--- src/bp_pkg.sv ---
/*
  Shared definitions for the branch direction predictor.
  Holds the address width, the fetch block geometry and the packed
  structs passed between the fetch side, the update queue and the
  history table. Import it wherever one of these types is needed.
*/
package bp_pkg;

  // --------------------
  // geometry
  // --------------------
  // virtual address width
  localparam int unsigned VLEN = 32;
  // 16-bit slots per fetch block, compressed instructions assumed
  localparam int unsigned FETCH_WIDTH = 2;
  // width of a slot index inside one fetch block
  localparam int unsigned SLOT_BITS = $clog2(FETCH_WIDTH);

  // --------------------
  // structs
  // --------------------
  // one history table entry
  typedef struct packed {
    logic       valid;
    logic [1:0] counter;
  } bht_entry_t;

  // resolved branch coming back from execute
  typedef struct packed {
    logic            valid;
    logic [VLEN-1:0] pc;
    logic            taken;
  } bht_update_t;

  // prediction for a single slot
  typedef struct packed {
    logic valid;
    logic taken;
  } bht_prediction_t;

  // lookup request from fetch
  typedef struct packed {
    logic            valid;
    logic [VLEN-1:0] vpc;
  } fetch_req_t;

  // registered prediction for a whole fetch block
  typedef struct packed {
    logic                                    valid;
    logic [VLEN-1:0]                         vpc;
    bht_prediction_t [FETCH_WIDTH-1:0]       pred;
    logic                                    taken_hit;
    logic [SLOT_BITS-1:0]                    taken_slot;
  } fetch_pred_t;

endpackage

--- src/bht.sv ---
/*
  Direct-mapped branch history table.
  Each row covers one fetch block and holds one 2-bit saturating
  counter plus a valid bit per slot. The row addressed by vpc_i is
  read combinationally; a valid upd_i adjusts a single entry at the
  end of the cycle. A flush invalidates everything and leaves each
  counter at weakly taken.
*/
`timescale 1ns/1ps

module bht #(
  parameter int unsigned NR_ENTRIES = 64
) (
  input  logic                                                   clk_i,
  input  logic                                                   rst_ni,
  input  logic                                                   flush_i,
  input  logic [bp_pkg::VLEN-1:0]                                vpc_i,
  input  bp_pkg::bht_update_t                                    upd_i,
  output bp_pkg::bht_prediction_t [bp_pkg::FETCH_WIDTH-1:0]      pred_o
);
  import bp_pkg::*;

  // table shape, one row per fetch block
  localparam int unsigned NR_ROWS  = NR_ENTRIES / FETCH_WIDTH;
  localparam int unsigned ROW_BITS = $clog2(NR_ROWS);
  // bit 0 of the pc is always zero, the slot field sits above it
  localparam int unsigned ROW_LSB  = SLOT_BITS + 1;
  localparam int unsigned ROW_MSB  = ROW_BITS + SLOT_BITS;

  // value written into every entry on flush
  localparam bht_entry_t FLUSH_ENTRY = '{valid: 1'b0, counter: 2'b10};

  bht_entry_t [FETCH_WIDTH-1:0] bht_q [NR_ROWS];

  logic [ROW_BITS-1:0]          rd_row;
  logic [ROW_BITS-1:0]          upd_row;
  logic [SLOT_BITS-1:0]         upd_slot;
  bht_entry_t [FETCH_WIDTH-1:0] rd_data;
  bht_entry_t                   upd_entry;

  // --------------------
  // counter rule
  // --------------------
  function automatic bht_entry_t count_update(bht_entry_t entry, logic taken);
    bht_entry_t result;
    result       = entry;
    result.valid = 1'b1;
    if (taken && (entry.counter != 2'b11)) begin
      result.counter = entry.counter + 2'd1;
    end else if (!taken && (entry.counter != 2'b00)) begin
      result.counter = entry.counter - 2'd1;
    end
    return result;
  endfunction

  // --------------------
  // lookup
  // --------------------
  assign rd_row  = vpc_i[ROW_MSB:ROW_LSB];
  assign rd_data = bht_q[rd_row];

  // predict taken in the upper half of the counter range
  for (genvar i = 0; i < FETCH_WIDTH; i++) begin : gen_pred
    assign pred_o[i].valid = rd_data[i].valid;
    assign pred_o[i].taken = rd_data[i].counter[1];
  end

  // --------------------
  // update
  // --------------------
  assign upd_row  = upd_i.pc[ROW_MSB:ROW_LSB];
  assign upd_slot = upd_i.pc[SLOT_BITS:1];

  always_comb begin
    upd_entry = count_update(bht_q[upd_row][upd_slot], upd_i.taken);
  end

  // flush wins over a pending update, which is then lost
  always_ff @(posedge clk_i or negedge rst_ni) begin
    if (!rst_ni) begin
      for (int unsigned r = 0; r < NR_ROWS; r++) begin
        bht_q[r] <= '0;
      end
    end else if (flush_i) begin
      for (int unsigned r = 0; r < NR_ROWS; r++) begin
        for (int unsigned s = 0; s < FETCH_WIDTH; s++) begin
          bht_q[r][s] <= FLUSH_ENTRY;
        end
      end
    end else if (upd_i.valid) begin
      bht_q[upd_row][upd_slot] <= upd_entry;
    end
  end

endmodule

--- src/bht_update_queue.sv ---
/*
  Update queue between the branch resolver and the history table.
  Resolved branches are pushed on upd_i and the head is popped every
  cycle the queue is not empty. Each pop pulses upd_credit_o so the
  resolver can send again. Entries popped in debug mode reach the
  table with valid low and are therefore dropped.
*/
`timescale 1ns/1ps

module bht_update_queue #(
  parameter int unsigned UPD_DEPTH = 4
) (
  input  logic                clk_i,
  input  logic                rst_ni,
  input  logic                debug_mode_i,
  input  bp_pkg::bht_update_t upd_i,
  output logic                upd_credit_o,
  output bp_pkg::bht_update_t upd_o
);
  import bp_pkg::*;

  localparam int unsigned PTR_BITS = (UPD_DEPTH > 1) ? $clog2(UPD_DEPTH) : 1;
  localparam int unsigned CNT_BITS = $clog2(UPD_DEPTH + 1);

  bht_update_t         mem_q [UPD_DEPTH];
  logic [PTR_BITS-1:0] wr_ptr_q;
  logic [PTR_BITS-1:0] rd_ptr_q;
  logic [CNT_BITS-1:0] count_q;
  logic                push;
  logic                pop;

  // pointers wrap at the depth, which need not be a power of two
  function automatic logic [PTR_BITS-1:0] ptr_next(logic [PTR_BITS-1:0] ptr);
    if (ptr == PTR_BITS'(UPD_DEPTH - 1)) begin
      return '0;
    end
    return ptr + 1'b1;
  endfunction

  // the resolver only sends while it holds a credit, so no full check
  assign push = upd_i.valid;
  assign pop  = (count_q != '0);

  // one credit per retired entry, also for dropped ones
  assign upd_credit_o = pop;

  always_comb begin
    upd_o       = mem_q[rd_ptr_q];
    upd_o.valid = pop && !debug_mode_i;
  end

  always_ff @(posedge clk_i) begin
    if (push) begin
      mem_q[wr_ptr_q] <= upd_i;
    end
  end

  always_ff @(posedge clk_i or negedge rst_ni) begin
    if (!rst_ni) begin
      wr_ptr_q <= '0;
      rd_ptr_q <= '0;
      count_q  <= '0;
    end else begin
      if (push) begin
        wr_ptr_q <= ptr_next(wr_ptr_q);
      end
      if (pop) begin
        rd_ptr_q <= ptr_next(rd_ptr_q);
      end
      case ({push, pop})
        2'b10:   count_q <= count_q + 1'b1;
        2'b01:   count_q <= count_q - 1'b1;
        default: count_q <= count_q;
      endcase
    end
  end

endmodule

--- src/branch_predictor.sv ---
/*
  Top level of the branch direction predictor.
  Resolved branches enter through the update queue and are written
  into the history table; fetch lookups read the table and get a
  registered prediction one cycle after the request.
*/
`timescale 1ns/1ps

module branch_predictor #(
  parameter int unsigned NR_ENTRIES = 64,
  parameter int unsigned UPD_DEPTH  = 4
) (
  input  logic                clk_i,
  input  logic                rst_ni,
  input  logic                flush_i,
  input  logic                debug_mode_i,
  input  bp_pkg::fetch_req_t  fetch_req_i,
  output bp_pkg::fetch_pred_t fetch_pred_o,
  input  bp_pkg::bht_update_t upd_i,
  output logic                upd_credit_o
);
  import bp_pkg::*;

  bht_update_t                       upd_q;
  bht_prediction_t [FETCH_WIDTH-1:0] row_pred;

  // --------------------
  // execute side
  // --------------------
  bht_update_queue #(
    .UPD_DEPTH(UPD_DEPTH)
  ) i_bht_update_queue (
    .clk_i       (clk_i),
    .rst_ni      (rst_ni),
    .debug_mode_i(debug_mode_i),
    .upd_i       (upd_i),
    .upd_credit_o(upd_credit_o),
    .upd_o       (upd_q)
  );

  bht #(
    .NR_ENTRIES(NR_ENTRIES)
  ) i_bht (
    .clk_i  (clk_i),
    .rst_ni (rst_ni),
    .flush_i(flush_i),
    .vpc_i  (fetch_req_i.vpc),
    .upd_i  (upd_q),
    .pred_o (row_pred)
  );

  // --------------------
  // fetch side
  // --------------------
  fetch_predict i_fetch_predict (
    .clk_i       (clk_i),
    .rst_ni      (rst_ni),
    .fetch_req_i (fetch_req_i),
    .row_pred_i  (row_pred),
    .fetch_pred_o(fetch_pred_o)
  );

endmodule

--- src/fetch_predict.sv ---
/*
  Fetch-side prediction register.
  Captures the fetch request together with the table row read for it
  and presents both one cycle later. The first slot at or above the
  request's start slot that is valid and predicted taken is reported
  through taken_hit and taken_slot.
*/
`timescale 1ns/1ps

module fetch_predict (
  input  logic                                              clk_i,
  input  logic                                              rst_ni,
  input  bp_pkg::fetch_req_t                                fetch_req_i,
  input  bp_pkg::bht_prediction_t [bp_pkg::FETCH_WIDTH-1:0] row_pred_i,
  output bp_pkg::fetch_pred_t                               fetch_pred_o
);
  import bp_pkg::*;

  logic                              valid_q;
  logic [VLEN-1:0]                   vpc_q;
  bht_prediction_t [FETCH_WIDTH-1:0] row_q;
  logic [SLOT_BITS-1:0]              start_slot;
  logic                              taken_hit;
  logic [SLOT_BITS-1:0]              taken_slot;

  // --------------------
  // request register
  // --------------------
  always_ff @(posedge clk_i or negedge rst_ni) begin
    if (!rst_ni) begin
      valid_q <= 1'b0;
    end else begin
      valid_q <= fetch_req_i.valid;
    end
  end

  always_ff @(posedge clk_i) begin
    if (fetch_req_i.valid) begin
      vpc_q <= fetch_req_i.vpc;
      row_q <= row_pred_i;
    end
  end

  // --------------------
  // first taken slot
  // --------------------
  // a block entered mid-row starts at the slot given by vpc bit 1
  assign start_slot = vpc_q[SLOT_BITS:1];

  // walk downwards so the lowest qualifying slot is kept last
  always_comb begin
    taken_hit  = 1'b0;
    taken_slot = '0;
    for (int i = FETCH_WIDTH - 1; i >= 0; i--) begin
      if ((i >= int'(start_slot)) && row_q[i].valid && row_q[i].taken) begin
        taken_hit  = 1'b1;
        taken_slot = SLOT_BITS'(i);
      end
    end
  end

  always_comb begin
    fetch_pred_o.valid      = valid_q;
    fetch_pred_o.vpc        = vpc_q;
    fetch_pred_o.pred       = row_q;
    fetch_pred_o.taken_hit  = taken_hit && valid_q;
    fetch_pred_o.taken_slot = taken_slot;
  end

endmodule

--- config.mk ---
export PLATFORM = sky130hd
export DESIGN_NAME = branch_predictor
export DESIGN_NICKNAME = d
export VERILOG_FILES = /design/src/bp_pkg.sv /design/src/bht.sv /design/src/bht_update_queue.sv /design/src/branch_predictor.sv /design/src/fetch_predict.sv
export SDC_FILE = /design/constraint.sdc
export NUM_CORES = 1
export LEC_CHECK = 0
export ABC_AREA = 0
export BUFFER_PORTS_ARGS = -buffer_cell sky130_fd_sc_hd__buf_2
export CAP_MARGIN = 15
export CORE_UTILIZATION = 52
export CTS_BUF_LIST = sky130_fd_sc_hd__clkbuf_8
export DETAILED_ROUTE_END_ITERATION = 10
export HOLD_SLACK_MARGIN = 0.1
export PLACE_DENSITY = 0.82
export SLEW_MARGIN = 5
export SYNTH_ARGS = -nofsm -noshare
export SYNTH_HDL_FRONTEND = slang
export SYNTH_HIERARCHICAL = 1
export SYNTH_SLANG_ARGS = --single-unit
--- constraint.sdc ---
create_clock -name clk_i -period 5.8 [get_ports clk_i]
set_clock_uncertainty 0.15 [all_clocks]
set_input_delay 1.16 -clock clk_i [delete_from_list [all_inputs] [get_ports clk_i]]
set_output_delay 1.16 -clock clk_i [all_outputs]
set_load 0.01 [all_outputs]
Yosys cells after proc, flatten, opt, wreduce, memory -nomap -nowiden. Memories as Yosys holds them, arrays and structs flattened. Cells that the tools add are included.

Register bits: 236. Latch bits: 0. Bits in writable memories: 136. Memory bits (read-only): 0. Bits of input ports: 71. Word-level logic and storage cells: 203. Memories: 1.

Memory list: i_bht_update_queue.mem_q (words 4, bits a word 34, rd ports 1, clocked after memory_dff 0, write ports 1, RTL line bht_update_queue.sv:25) `bht_update_t mem_q [UPD_DEPTH];`.

Add/subtract/negate cells: 6. $mul: 0. Divide/modulo/power cells: 0. Magnitude comparators: 6. Eq/ne operators: 5. Shifts and indexed selects: 0. Multiplexer cells: 31. Bitwise gates (word level): 2. Reductions and logical operators: 15.

Operators with widths (number): 2-to-1 mux 192 bit (2); bitwise mux 192 bit (1); binary-select mux 6 bit (select 5 bit) (2); demux 6 bit (select 5 bit) (1); 2-to-1 mux 6 bit (3); 2-to-1 mux 2 bit (8); greater-or-equal comparator 6 bit, second input constant (2); NOT 5 -> 6 bit (2); 2-to-1 mux 5 bit (2); logical AND 1 bit (9); 2-to-1 mux 1 bit (9); adder 2 x 1 -> 2 bit, second input constant (3); == test 2 bit, second input constant (3); less-than comparator 6 x 1 -> 1 bit, second input constant (1); one-hot mux 3 bit (2 select lines) (1); nonzero test 2 bit (3); adder 3 x 1 -> 3 bit, second input constant (1); demux 3 bit (select 1 bit) (1); 2-to-1 mux 3 bit (1); nonzero test 3 bit (1); subtractor 3 x 1 -> 3 bit, second input constant (1); == test 2 x 1 -> 1 bit, second input constant (1); zero test 1 bit (2); less-than comparator 1 x 2 -> 1 bit, second input constant (1); 4 further kinds (4).

Longest topological paths before layout. Gate-level depths: netlist of the first run. An unclocked memory read counts as a cell.

Depth in word-level cells: 14. Mapped depth: 19. Depth with buffers taken out: 13.

Cells and area by module. Netlist of the first run, hierarchy kept.

By module, submodules not included: bht (instances 1, cells each 899, area each 9678.0 µm², sequential area each 4804.6 µm²); bht_update_queue (instances 1, cells each 212, area each 5231.3 µm², sequential area each 4139.0 µm²); fetch_predict (instances 1, cells each 43, area each 1158.6 µm², sequential area each 1106.1 µm²).

Least setup slack after synthesis of the first run. OpenSTA, ideal clock, no wires.

Kind: register to register. From: reg i_bht_update_queue.rd_ptr_q[0]. To: reg i_bht/bht_q[4] in the netlist's numbering. Library setup time: 134 ps. Arrival time: 3760 ps. Setup slack: 1756 ps. Cell stages (with the launch flop): 18. Path buffers: 7. Clock period less this slack: 4044 ps. Path through: dfrtp_1 buf_6 buf_12 mux4_2 buf_4 buf_2 buf_2 mux4_2 a32oi_1 o211ai_1 o2bb2ai_2 ha_1 nor2_1 nand2_1 a31oi_2 buf_2 buf_2 a21oi_1.

RTL lines: from (decl) (RTL line bht_update_queue.sv:27) `logic [PTR_BITS-1:0] rd_ptr_q;`; from (signal assigned) (RTL line bht_update_queue.sv:68) `rd_ptr_q <= ptr_next(rd_ptr_q);`; to (signal, indexed assignment) (RTL line bht.sv:91) `bht_q[upd_row][upd_slot] <= upd_entry;`; to (decl) (RTL line bht.sv:33) `bht_entry_t [FETCH_WIDTH-1:0] bht_q [NR_ROWS];`.

==> flow_summary_export.csv, run 1 <==
group,metric,value,unit
routing,drcViolationCount,0,
floorplan,chipHeight,156,microns
sta,unrepaired_setup_endpoints_after_global_routing,"no",
logic_synthesis,synthesis.area,12300,sq um
cells_and_area,final_net_count,1174,
cells_and_area,post-route-cell-area,13700,sq um
sta,fmax,0.195,GHz
cts,cts-root-to-sink-buffers,3,
placed_design,place.port_buffers,84,
cts,post_cts_buffers,0,
cts,cts_inserted_buffers,43,
cells_and_area,antenna_cells_inserted,0,
power,ir_drop,0.445,mV
floorplan,initial_core_util,0.536,
sta,max_slew.worst_pin.slew,1050,ps
grt,antenna_violations_before_repair,0,
cts,tritoncts,"done",
routing,firstDrtPassIters,5,
grt,global_route_usage_over_all_layers,0.243,
floorplan,io_pins,111,
cells_and_area,layout-drive-gt1-share,0.214,
routing,initialDrtViolationCount,985,
placed_design,gpl.final_weighted_congestion,0.835,
cells_and_area,area_growth_syn_to_layout,11.1,%
job,max_cap_violations,0,
logic_synthesis,syn-mean-instance-area,12.0,sq um
grt,grt_overflow_total,0,
routing,totalWireLength,28200,microns
status,status,"finished, final reports clean",
cts,cts.htree.levels,2,
cts,cts-resized-gates,0,
routing,route.top_layer_used,"met4",
grt,grt_first_pass_wirelength,45600,microns
routing,dr_vias_cell,5.99,
floorplan,row_count,55,
floorplan,floorplan.die_area,24300,sq um
cts,post_cts_hold_buffer_count,0,
critical_path,critical_path_class,"flip-flop to flip-flop",
cts,clock_sink_count,264,
sta,post-route-period-util,0.884,
cts,clock-root-buffer,"sky130_fd_sc_hd__clkbuf_8",
sta,final-hold-violation-count,0,
routing,route.vias.total,8616,
sta,setup_tns,0,ps
power,power_per_cell_area,430,nW/um^2
placed_design,post_dp_cell_area,12800,sq um
routing,detailroute.wirelength.met2,13500,microns
sta,setup_viol_count_final,0,
logic_synthesis,syn-instance-count,1020,
floorplan,core_footprint,22900,sq um
floorplan,die-width,156,microns
critical_path,timing.critical_path.fanout_max,44,
sta,relSlewSlack,0.300,
critical_path,cp.arrival,5360,ps
power,leak_pwr,5.29,nW
cts,clock_latency,560,ps
grt,largest_net_degree_at_the_start_of_global_routing,109,
routing,detailroute.wirelength.met3,2340,microns
routing,drt.antenna.violating_nets,0,
critical_path,worst_setup_path_end_kind,"flip-flop",
grt,via_count_of_the_first_global_routing_pass,8729,
logic_synthesis,syn-num-nets,1100,
sta,finalWorstPathRequiredPeriod,5130,ps
routing,detail_route.wl_per_cell,19.6,microns
routing,m1_wl,11500,microns
cts,path_clk_slew,60,ps
critical_path,worstSetupStartpointType,"flip-flop",
critical_path,worst-endpoint-required,6030,ps
min_path,hold_path.class,"flip-flop to flip-flop",
placed_design,dpl.hpwl,18100,microns
logic_synthesis,yosysWarningCount,6,
sta,final_max_slew_viols,0,
-- sequential cells by signal, indices dropped and copies added, names as in the netlist --
register	cells
i_fetch_predict/valid_q	1
i_bht_update_queue/mem_q	28
i_bht_update_queue/count_q	3
i_bht_update_queue/rd_ptr_q	2
i_fetch_predict/vpc_q	32
i_fetch_predict/fetch_pred_o	4
i_bht_update_queue/wr_ptr_q	2
i_bht/bht_q	192
-- critical path, stage by stage, from the launching register on --
cell                       delay (ps)
sky130_fd_sc_hd__dfrtp_1          680
sky130_fd_sc_hd__mux4_2          1030
sky130_fd_sc_hd__mux4_1           690
sky130_fd_sc_hd__and3_1           210
sky130_fd_sc_hd__nor3_1           210
sky130_fd_sc_hd__and4_1           280
sky130_fd_sc_hd__or2_2            150
sky130_fd_sc_hd__inv_1             50
sky130_fd_sc_hd__ha_1             220
sky130_fd_sc_hd__mux2i_1          350
sky130_fd_sc_hd__xor2_4           170
sky130_fd_sc_hd__buf_4            450
sky130_fd_sc_hd__a211oi_1         220
-- per-stage QoR --
stage	hold WS (ps)	util	total power, mW	cells	setup slack (ps)
global route	364	0.596	6.14	1438	452
floorplan	293	-	3.93	1020	1840
detailed placement	334	0.560	4.34	1362	772
CTS	347	0.596	5.86	1438	719
global placement	308	0.560	4.28	1362	889
finish	343	0.596	5.86	1438	670
-- path summary, 6_finish.rpt --
check / startpoint / endpoint / slack (ps) / cells past startpoint
min in group asynchronous: rst_ni / i_bht/bht_q[4] / 590 / 1
min reg2reg: i_bht/bht_q[29] / i_bht/bht_q[29] / 340 / 2
min: i_bht/bht_q[29] / i_bht/bht_q[29] / 340 / 2
max in group asynchronous: rst_ni / i_bht/bht_q[103] / 3740 / 2
max: i_bht_update_queue/rd_ptr_q[0] / i_bht/bht_q[15] / 670 / 12
max reg2reg: i_bht_update_queue/rd_ptr_q[0] / i_bht/bht_q[15] / 670 / 12
-- placed cells by master, fill, tap and decap left out, drive strengths merged, types with 2 or more instances in the layout --
cell,count
clkbuf,51
a211oi,60
o31ai,2
a21oi,64
edfxtp,64
mux4,68
nand3b,5
buf,94
or3,2
nand4,2
nor2,253
nor2b,13
and3,2
o211ai,2
mux2i,15
and2,7
nor3,63
o21ai,13
ha,8
dfrtp,200
inv,34
nor3b,2
a22oi,6
a31oi,5
a311oi,2
nand2,30
clkinv,7
nand3,11
mux2,18
xor2,3
-- area by class of cell --
class / instances / area (sq um)
fillers: 1788 / 9260
clock buffers: 50 / 688
clock inverters: 26 / 123
multi-input cells: 674 / 4940
repair buffers: 95 / 518
flip-flops and latches: 264 / 6930
inverters: 16 / 60.1
well taps: 313 / 392
-- power by group --
group          switching [mW]  internal [mW]
Combinational            1.54          0.646
Sequential             0.0965           2.06
Clock                   0.738          0.790
-- metal layers --
layer	vias to the layer above	track usage
met2	441	0.394
met5	-	0
li1	3872	-
met3	64	0.0428
met1	4239	0.326
met4	0	0.103
(Power assumes the default switching activity.)
==> inputs of run 2 (changes only) <==
- PLACE_DENSITY: 0.82 -> unset
- PLACE_DENSITY_LB_ADDON: unset -> 0.05
- RECOVER_POWER: unset -> 25
- SKIP_LAST_GASP: unset -> 1
==> run 2 against run 1 <==
Effect of this change:
- the run now ends with capacitance limit, slew limit left
- non-clock buffer count rose by 1
- worst hold slack got worse by 22 ps
- flip-flop and latch count unchanged
- via count decreased by 2.9%
- clock power is 5% higher
- utilization is 0.35 points higher
- maximum frequency up 7.8%
- global-route usage grew 0.50 points
- critical path depth is 1 higher
- clock-buffer cell count grew 6
- routed wire length grew 2.5%
- first-iteration DRC count shrank 47%
==> flow_summary_export.csv, run 2 (synthesis results as in run 1) <==
group,metric,value,unit
sta,final_max_slew_viols,102,
cells_and_area,final_common_cell,"sky130_fd_sc_hd__nor2_1",
floorplan,die-width,156,microns
routing,drt.antenna.violating_nets,0,
critical_path,setup.worst_path.start,"i_bht_update_queue/rd_ptr_q[0]",
job,max_cap_violations,3,
cells_and_area,fin_util,0.599,
critical_path,worst-endpoint-required,6050,ps
cells_and_area,final-instance-count-excl-fill,1443,
sta,final.setup.worst_slack,1040,ps
routing,dr_vias_cell,5.80,
cts,clock_latency,550,ps
sta,relSlewSlack,-0.592,
sta,setup_viol_count_final,0,
cells_and_area,layout-drive-gt1-share,0.204,
grt,grt_first_pass_wirelength,45700,microns
cells_and_area,antenna_cells_inserted,0,
status,failing_checks,"capacitance limit, slew limit",
routing,initialDrtViolationCount,519,
floorplan,floorplan.die_area,24300,sq um
cts,clock_sink_count,264,
critical_path,critical_path.cell_chain,"mux4_2, buf_4, mux4_1, a21oi_1, o211ai_1, o2bb2ai_2, inv_1, ha_1, nor2_1, nand2_1, a31oi_4, buf_4, a21oi_1",
power,finalPower,6.06,mW
power,ir_drop,0.646,mV
routing,route.vias.total,8365,
floorplan,chipHeight,156,microns
min_path,timing.hold.worst_path_depth,1,
cts,cts.htree.levels,2,
cts,tritoncts,"done",
critical_path,critical_path_class,"flip-flop to flip-flop",
cts,cts-resized-gates,0,
cells_and_area,area_growth_syn_to_layout,11.7,%
min_path,hold_path.class,"flip-flop to flip-flop",
power,leak_pwr,5.29,nW
grt,antenna_violations_before_repair,0,
grt,largest_net_degree_at_the_start_of_global_routing,158,
placed_design,gpl.final_weighted_congestion,0.794,
sta,unrepaired_setup_endpoints_after_global_routing,"no",
routing,drcViolationCount,0,
grt,global_route_usage_over_all_layers,0.248,
placed_design,dpl.hpwl,18400,microns
cts,post_cts_hold_buffer_count,0,
grt,grt_overflow_total,0,
placed_design,post_dp_cell_area,12900,sq um
critical_path,rr_endpoint,"i_bht/bht_q[160]",
critical_path,timing.critical_path.fanout_max,36,
cts,path_clk_slew,60,ps
critical_path,cp.arrival,5010,ps
cells_and_area,mostFrequentLayoutCells,"sky130_fd_sc_hd__nor2_1 (253), sky130_fd_sc_hd__dfrtp_1 (200), sky130_fd_sc_hd__buf_2 (69), sky130_fd_sc_hd__a21oi_1 (64), sky130_fd_sc_hd__edfxtp_1 (64)",
sta,finalWorstPathRequiredPeriod,4760,ps
sta,post-route-period-util,0.821,
cts,post_cts_buffers,0,
cts,cts_inserted_buffers,44,
floorplan,row_count,55,
critical_path,rr_startpoint,"i_bht_update_queue/rd_ptr_q[0]",
sta,setup_tns,0,ps
routing,firstDrtPassIters,5,
sta,final.hold.worst_slack,321,ps
sta,max_slew.worst_pin.slew,2390,ps
placed_design,place.port_buffers,84,
sta,fmax,0.210,GHz
floorplan,core_footprint,22900,sq um
critical_path,worstSetupStartpointType,"flip-flop",
cells_and_area,register_name_with_the_most_flops,"i_bht/bht_q",
critical_path,timing.critical_path.slowest_stage_cell,"sky130_fd_sc_hd__mux4_2",
floorplan,io_pins,111,
cells_and_area,largest_register_ffs,192,
cells_and_area,final_net_count,1176,
cts,clock-root-buffer,"sky130_fd_sc_hd__clkbuf_8",
sta,final-hold-violation-count,0,
grt,via_count_of_the_first_global_routing_pass,8133,
status,status,"finished with violations",
placed_design,dp.cells,1363,
critical_path,endpoint,"i_bht/bht_q[160]",
placed_design,place_ws,1090,ps
critical_path,reg2reg_setup_slack,1040,ps
cells_and_area,post-route-cell-area,13700,sq um
critical_path,r2r_cells,13,
routing,totalWireLength,28900,microns
cts,cts-root-to-sink-buffers,3,
critical_path,critPathMaxStageDelay,950,ps
critical_path,worst_setup_path_end_kind,"flip-flop",
power,power_per_cell_area,441,nW/um^2
floorplan,initial_core_util,0.536,
cells_and_area,largestRegisters,"i_bht/bht_q: 192 flops, i_fetch_predict/vpc_q: 32 flops, i_bht_update_queue/mem_q: 28 flops",
routing,detail_route.wl_per_cell,20.0,microns
run 2: changes by cell type in the layout (fill, tap and decap cells not counted), moves of 3 or more:
| cell | before | now |
|---|---|---|
| sky130_fd_sc_hd__clkbuf_1 | 0 | 14 |
| sky130_fd_sc_hd__buf_2 | 82 | 69 |
| sky130_fd_sc_hd__clkbuf_8 | 51 | 56 |
| sky130_fd_sc_hd__and2_0 | 0 | 4 |
| sky130_fd_sc_hd__and2_1 | 7 | 3 |
| sky130_fd_sc_hd__buf_12 | 0 | 3 |
run 2: worst min-delay path by stage:
stage	startpoint	to	slack [ps]
finish	i_bht_update_queue/count_q[2]	i_bht_update_queue/count_q[2]	320
floorplan	i_bht_update_queue/count_q[2]	i_bht_update_queue/count_q[2]	290
global route	i_bht/bht_q[53]	i_bht/bht_q[53]	350
global placement	i_bht_update_queue/count_q[2]	i_bht_update_queue/count_q[2]	310
detailed placement	i_bht_update_queue/count_q[2]	i_bht_update_queue/count_q[2]	320
CTS	i_bht_update_queue/count_q[2]	i_bht_update_queue/count_q[2]	330
run 2: critical path: cells and delay by family, from the launching register on:
kind	cells	cell delay (ps)
multiplexers	2	1550
AND/OR/NAND/NOR	2	300
flip-flops	1	480
AO/OA/AOI/OAI	5	1020
buffers and inverters	3	810
adder cells (fa/ha/maj)	1	230
run 2: power by group:
part | switching (mW) | leakage (nW) | internal (mW)
Sequential | 0.0846 | 3.05 | 2.06
Clock | 0.735 | 0.501 | 0.865
Combinational | 1.61 | 1.74 | 0.704
run 2: layer usage:
metal,vias up,share of wire,GRT usage
met1,4193,0.45,0.348
met2,242,0.47,0.396
met5,-,0,0
met4,0,0.023,0.0794
met3,53,0.057,0.0433
li1,3877,-,-
run 2: cell type report:
cell class                 count  area (sq um)
multi-input combinational    674          4940
timing repair buffer          96           537
fill                        1924          9180
inverter                      16          60.1
sequential                   264          6930
tap                          313           392
clock buffer                  56           771
clock inverter                24           101
==> inputs of run 3 (changes only) <==
- clock period: 5.8 -> 4.9 ns (I/O delays scaled with it)
==> run 3 against run 2 <==
Effect of this change:
- sequential share of layout area down 0.26 points
- global-route usage about the same
- first-iteration DRC count up 24%
- maximum frequency up 8.4%
- worst hold slack better by 3.5 ps
- register-to-register slack worse by 530 ps
- sequential power up 18%
- the flow still finishes with violations (capacitance limit, slew limit)
- flip-flop and latch count unchanged
- clock-buffer cell count down 4
- clock power up 17%
- power up 19%
- largest power group unchanged
==> flow_summary_export.csv, run 3 (synthesis results as in run 1) <==
group,metric,value,unit
status,status,"finished with violations",
status,failing_checks,"capacitance limit, slew limit",
cells_and_area,final_net_count,1185,
cts,path_clk_slew,60,ps
grt,antenna_violations_before_repair,0,
sta,finalWorstPathRequiredPeriod,4390,ps
routing,route.vias.total,8248,
min_path,hold_path.class,"flip-flop to flip-flop",
critical_path,critical_path.cell_chain,"mux4_2, mux4_1, and3_1, nor3_1, and4_1, or2_2, inv_1, ha_1, mux2i_1, xor2_4, buf_12, a211oi_1",
sta,setup_tns,0,ps
placed_design,place.port_buffers,84,
sta,final_max_slew_viols,91,
routing,dr_vias_cell,5.68,
cells_and_area,antenna_cells_inserted,0,
cts,cts-root-to-sink-buffers,3,
critical_path,timing.critical_path.fanout_max,52,
cells_and_area,area_growth_syn_to_layout,12.3,%
critical_path,worstSetupStartpointType,"flip-flop",
cts,post_cts_hold_buffer_count,0,
cts,cts.htree.levels,2,
power,ir_drop,0.691,mV
sta,post-route-period-util,0.896,
critical_path,timing.critical_path.slowest_stage_cell,"sky130_fd_sc_hd__mux4_1",
sta,fmax,0.228,GHz
cts,tritoncts,"done",
power,power_per_cell_area,523,nW/um^2
critical_path,worst_setup_path_end_kind,"flip-flop",
grt,global_route_usage_over_all_layers,0.248,
placed_design,gpl.final_weighted_congestion,0.809,
cells_and_area,largest_register_ffs,192,
placed_design,dpl.hpwl,18700,microns
floorplan,die-width,156,microns
min_path,timing.hold.worst.start,"i_bht_update_queue/count_q[2]",
critical_path,cp.arrival,4590,ps
cells_and_area,post-route-cell-area,13800,sq um
routing,initialDrtViolationCount,644,
placed_design,post_dp_cell_area,13000,sq um
cts,post_cts_buffers,0,
critical_path,worst-endpoint-required,5100,ps
routing,totalWireLength,29000,microns
sta,unrepaired_setup_endpoints_after_global_routing,"no",
critical_path,rr_startpoint,"i_bht_update_queue/rd_ptr_q[1]",
job,max_cap_violations,1,
routing,firstDrtPassIters,7,
cells_and_area,layout-drive-gt1-share,0.209,
floorplan,io_pins,111,
critical_path,critical_path_class,"flip-flop to flip-flop",
cells_and_area,fillers,1923,
floorplan,floorplan.die_area,24300,sq um
sta,relSlewSlack,-0.592,
cells_and_area,mostFrequentLayoutCells,"sky130_fd_sc_hd__nor2_1 (253), sky130_fd_sc_hd__dfrtp_1 (200), sky130_fd_sc_hd__buf_2 (72), sky130_fd_sc_hd__a21oi_1 (64), sky130_fd_sc_hd__edfxtp_1 (64)",
cts,clock_sink_count,264,
cts,clock-root-buffer,"sky130_fd_sc_hd__clkbuf_8",
sta,setup_viol_count_final,0,
floorplan,row_count,55,
floorplan,chipHeight,156,microns
grt,grt_first_pass_wirelength,46000,microns
routing,detail_route.wl_per_cell,20.0,microns
floorplan,core_footprint,22900,sq um
floorplan,initial_core_util,0.536,
cts,cts_inserted_buffers,45,
grt,largest_net_degree_at_the_start_of_global_routing,140,
grt,grt_overflow_total,0,
cells_and_area,largestRegisters,"i_bht/bht_q: 192 flops, i_fetch_predict/vpc_q: 32 flops, i_bht_update_queue/mem_q: 28 flops",
cells_and_area,register_name_with_the_most_flops,"i_bht/bht_q",
cells_and_area,final_common_cell,"sky130_fd_sc_hd__nor2_1",
routing,drcViolationCount,0,
grt,via_count_of_the_first_global_routing_pass,8264,
routing,drt.antenna.violating_nets,0,
cts,clock_latency,550,ps
cts,cts-resized-gates,0,
power,leak_pwr,5.36,nW
critical_path,setup.worst_path.start,"i_bht_update_queue/rd_ptr_q[1]",
critical_path,critPathMaxStageDelay,690,ps
sta,final-hold-violation-count,0,
sta,max_slew.worst_pin.slew,2390,ps
[run 3: power breakdown]
part	internal (mW)	switching, mW
Clock	1.01	0.862
Sequential	2.43	0.0987
Combinational	0.913	1.90
Total	4.36	2.86
[run 3: cell type report]
type	count	area, sq um	area share
tap	313	392	0.0284
clock buffer	52	716	0.0518
clock inverter	28	138	0.00997
sequential	264	6930	0.502
inverter	16	60.1	0.00435
multi-input combinational	674	4940	0.358
timing repair buffer	104	627	0.0454
[run 3: path summary, 6_finish.rpt]
path / slack, ps / cells past startpoint / to
setup / recovery: 510 / 12 / i_bht/bht_q[153]
hold / removal: 320 / 1 / i_bht_update_queue/count_q[2]
setup reg to reg: 510 / 12 / i_bht/bht_q[153]
hold reg to reg: 320 / 1 / i_bht_update_queue/count_q[2]
max in group asynchronous: 1920 / 2 / i_bht/bht_q[149]
min in group asynchronous: 1010 / 1 / i_bht/bht_q[8]
[run 3: per-stage QoR]
step           setup slack, ps  std cells  utilization  total power, mW  hold WS (ps)
3_5_place_dp               510       1371        0.566             5.40           312
6_report                   509       1451        0.602             7.23           325
2_1_floorplan              942       1020            -             4.66           293
4_1_cts                    480       1451        0.603             7.29           328
5_1_grt                    262       1451        0.602             7.61           337
3_3_place_gp               528       1371        0.566             5.39           313
[run 3: layer usage]
metal | GRT usage | wire length (microns) | share of wire
met4 | 0.0700 | 484 | 0.017
met1 | 0.353 | 12900 | 0.45
met2 | 0.389 | 13700 | 0.47
met3 | 0.0517 | 1880 | 0.065
met5 | 0 | 0 | 0
[run 3: critical path: cells and delay by family, from the launching register on]
family	cells	cell delay [ps]
multiplexers	3	1650
AND/OR/NAND/NOR	4	920
flip-flops	1	560
buffers and inverters	2	330
adder cells (fa/ha/maj)	1	220
XOR/XNOR	1	210
AO/OA/AOI/OAI	1	140
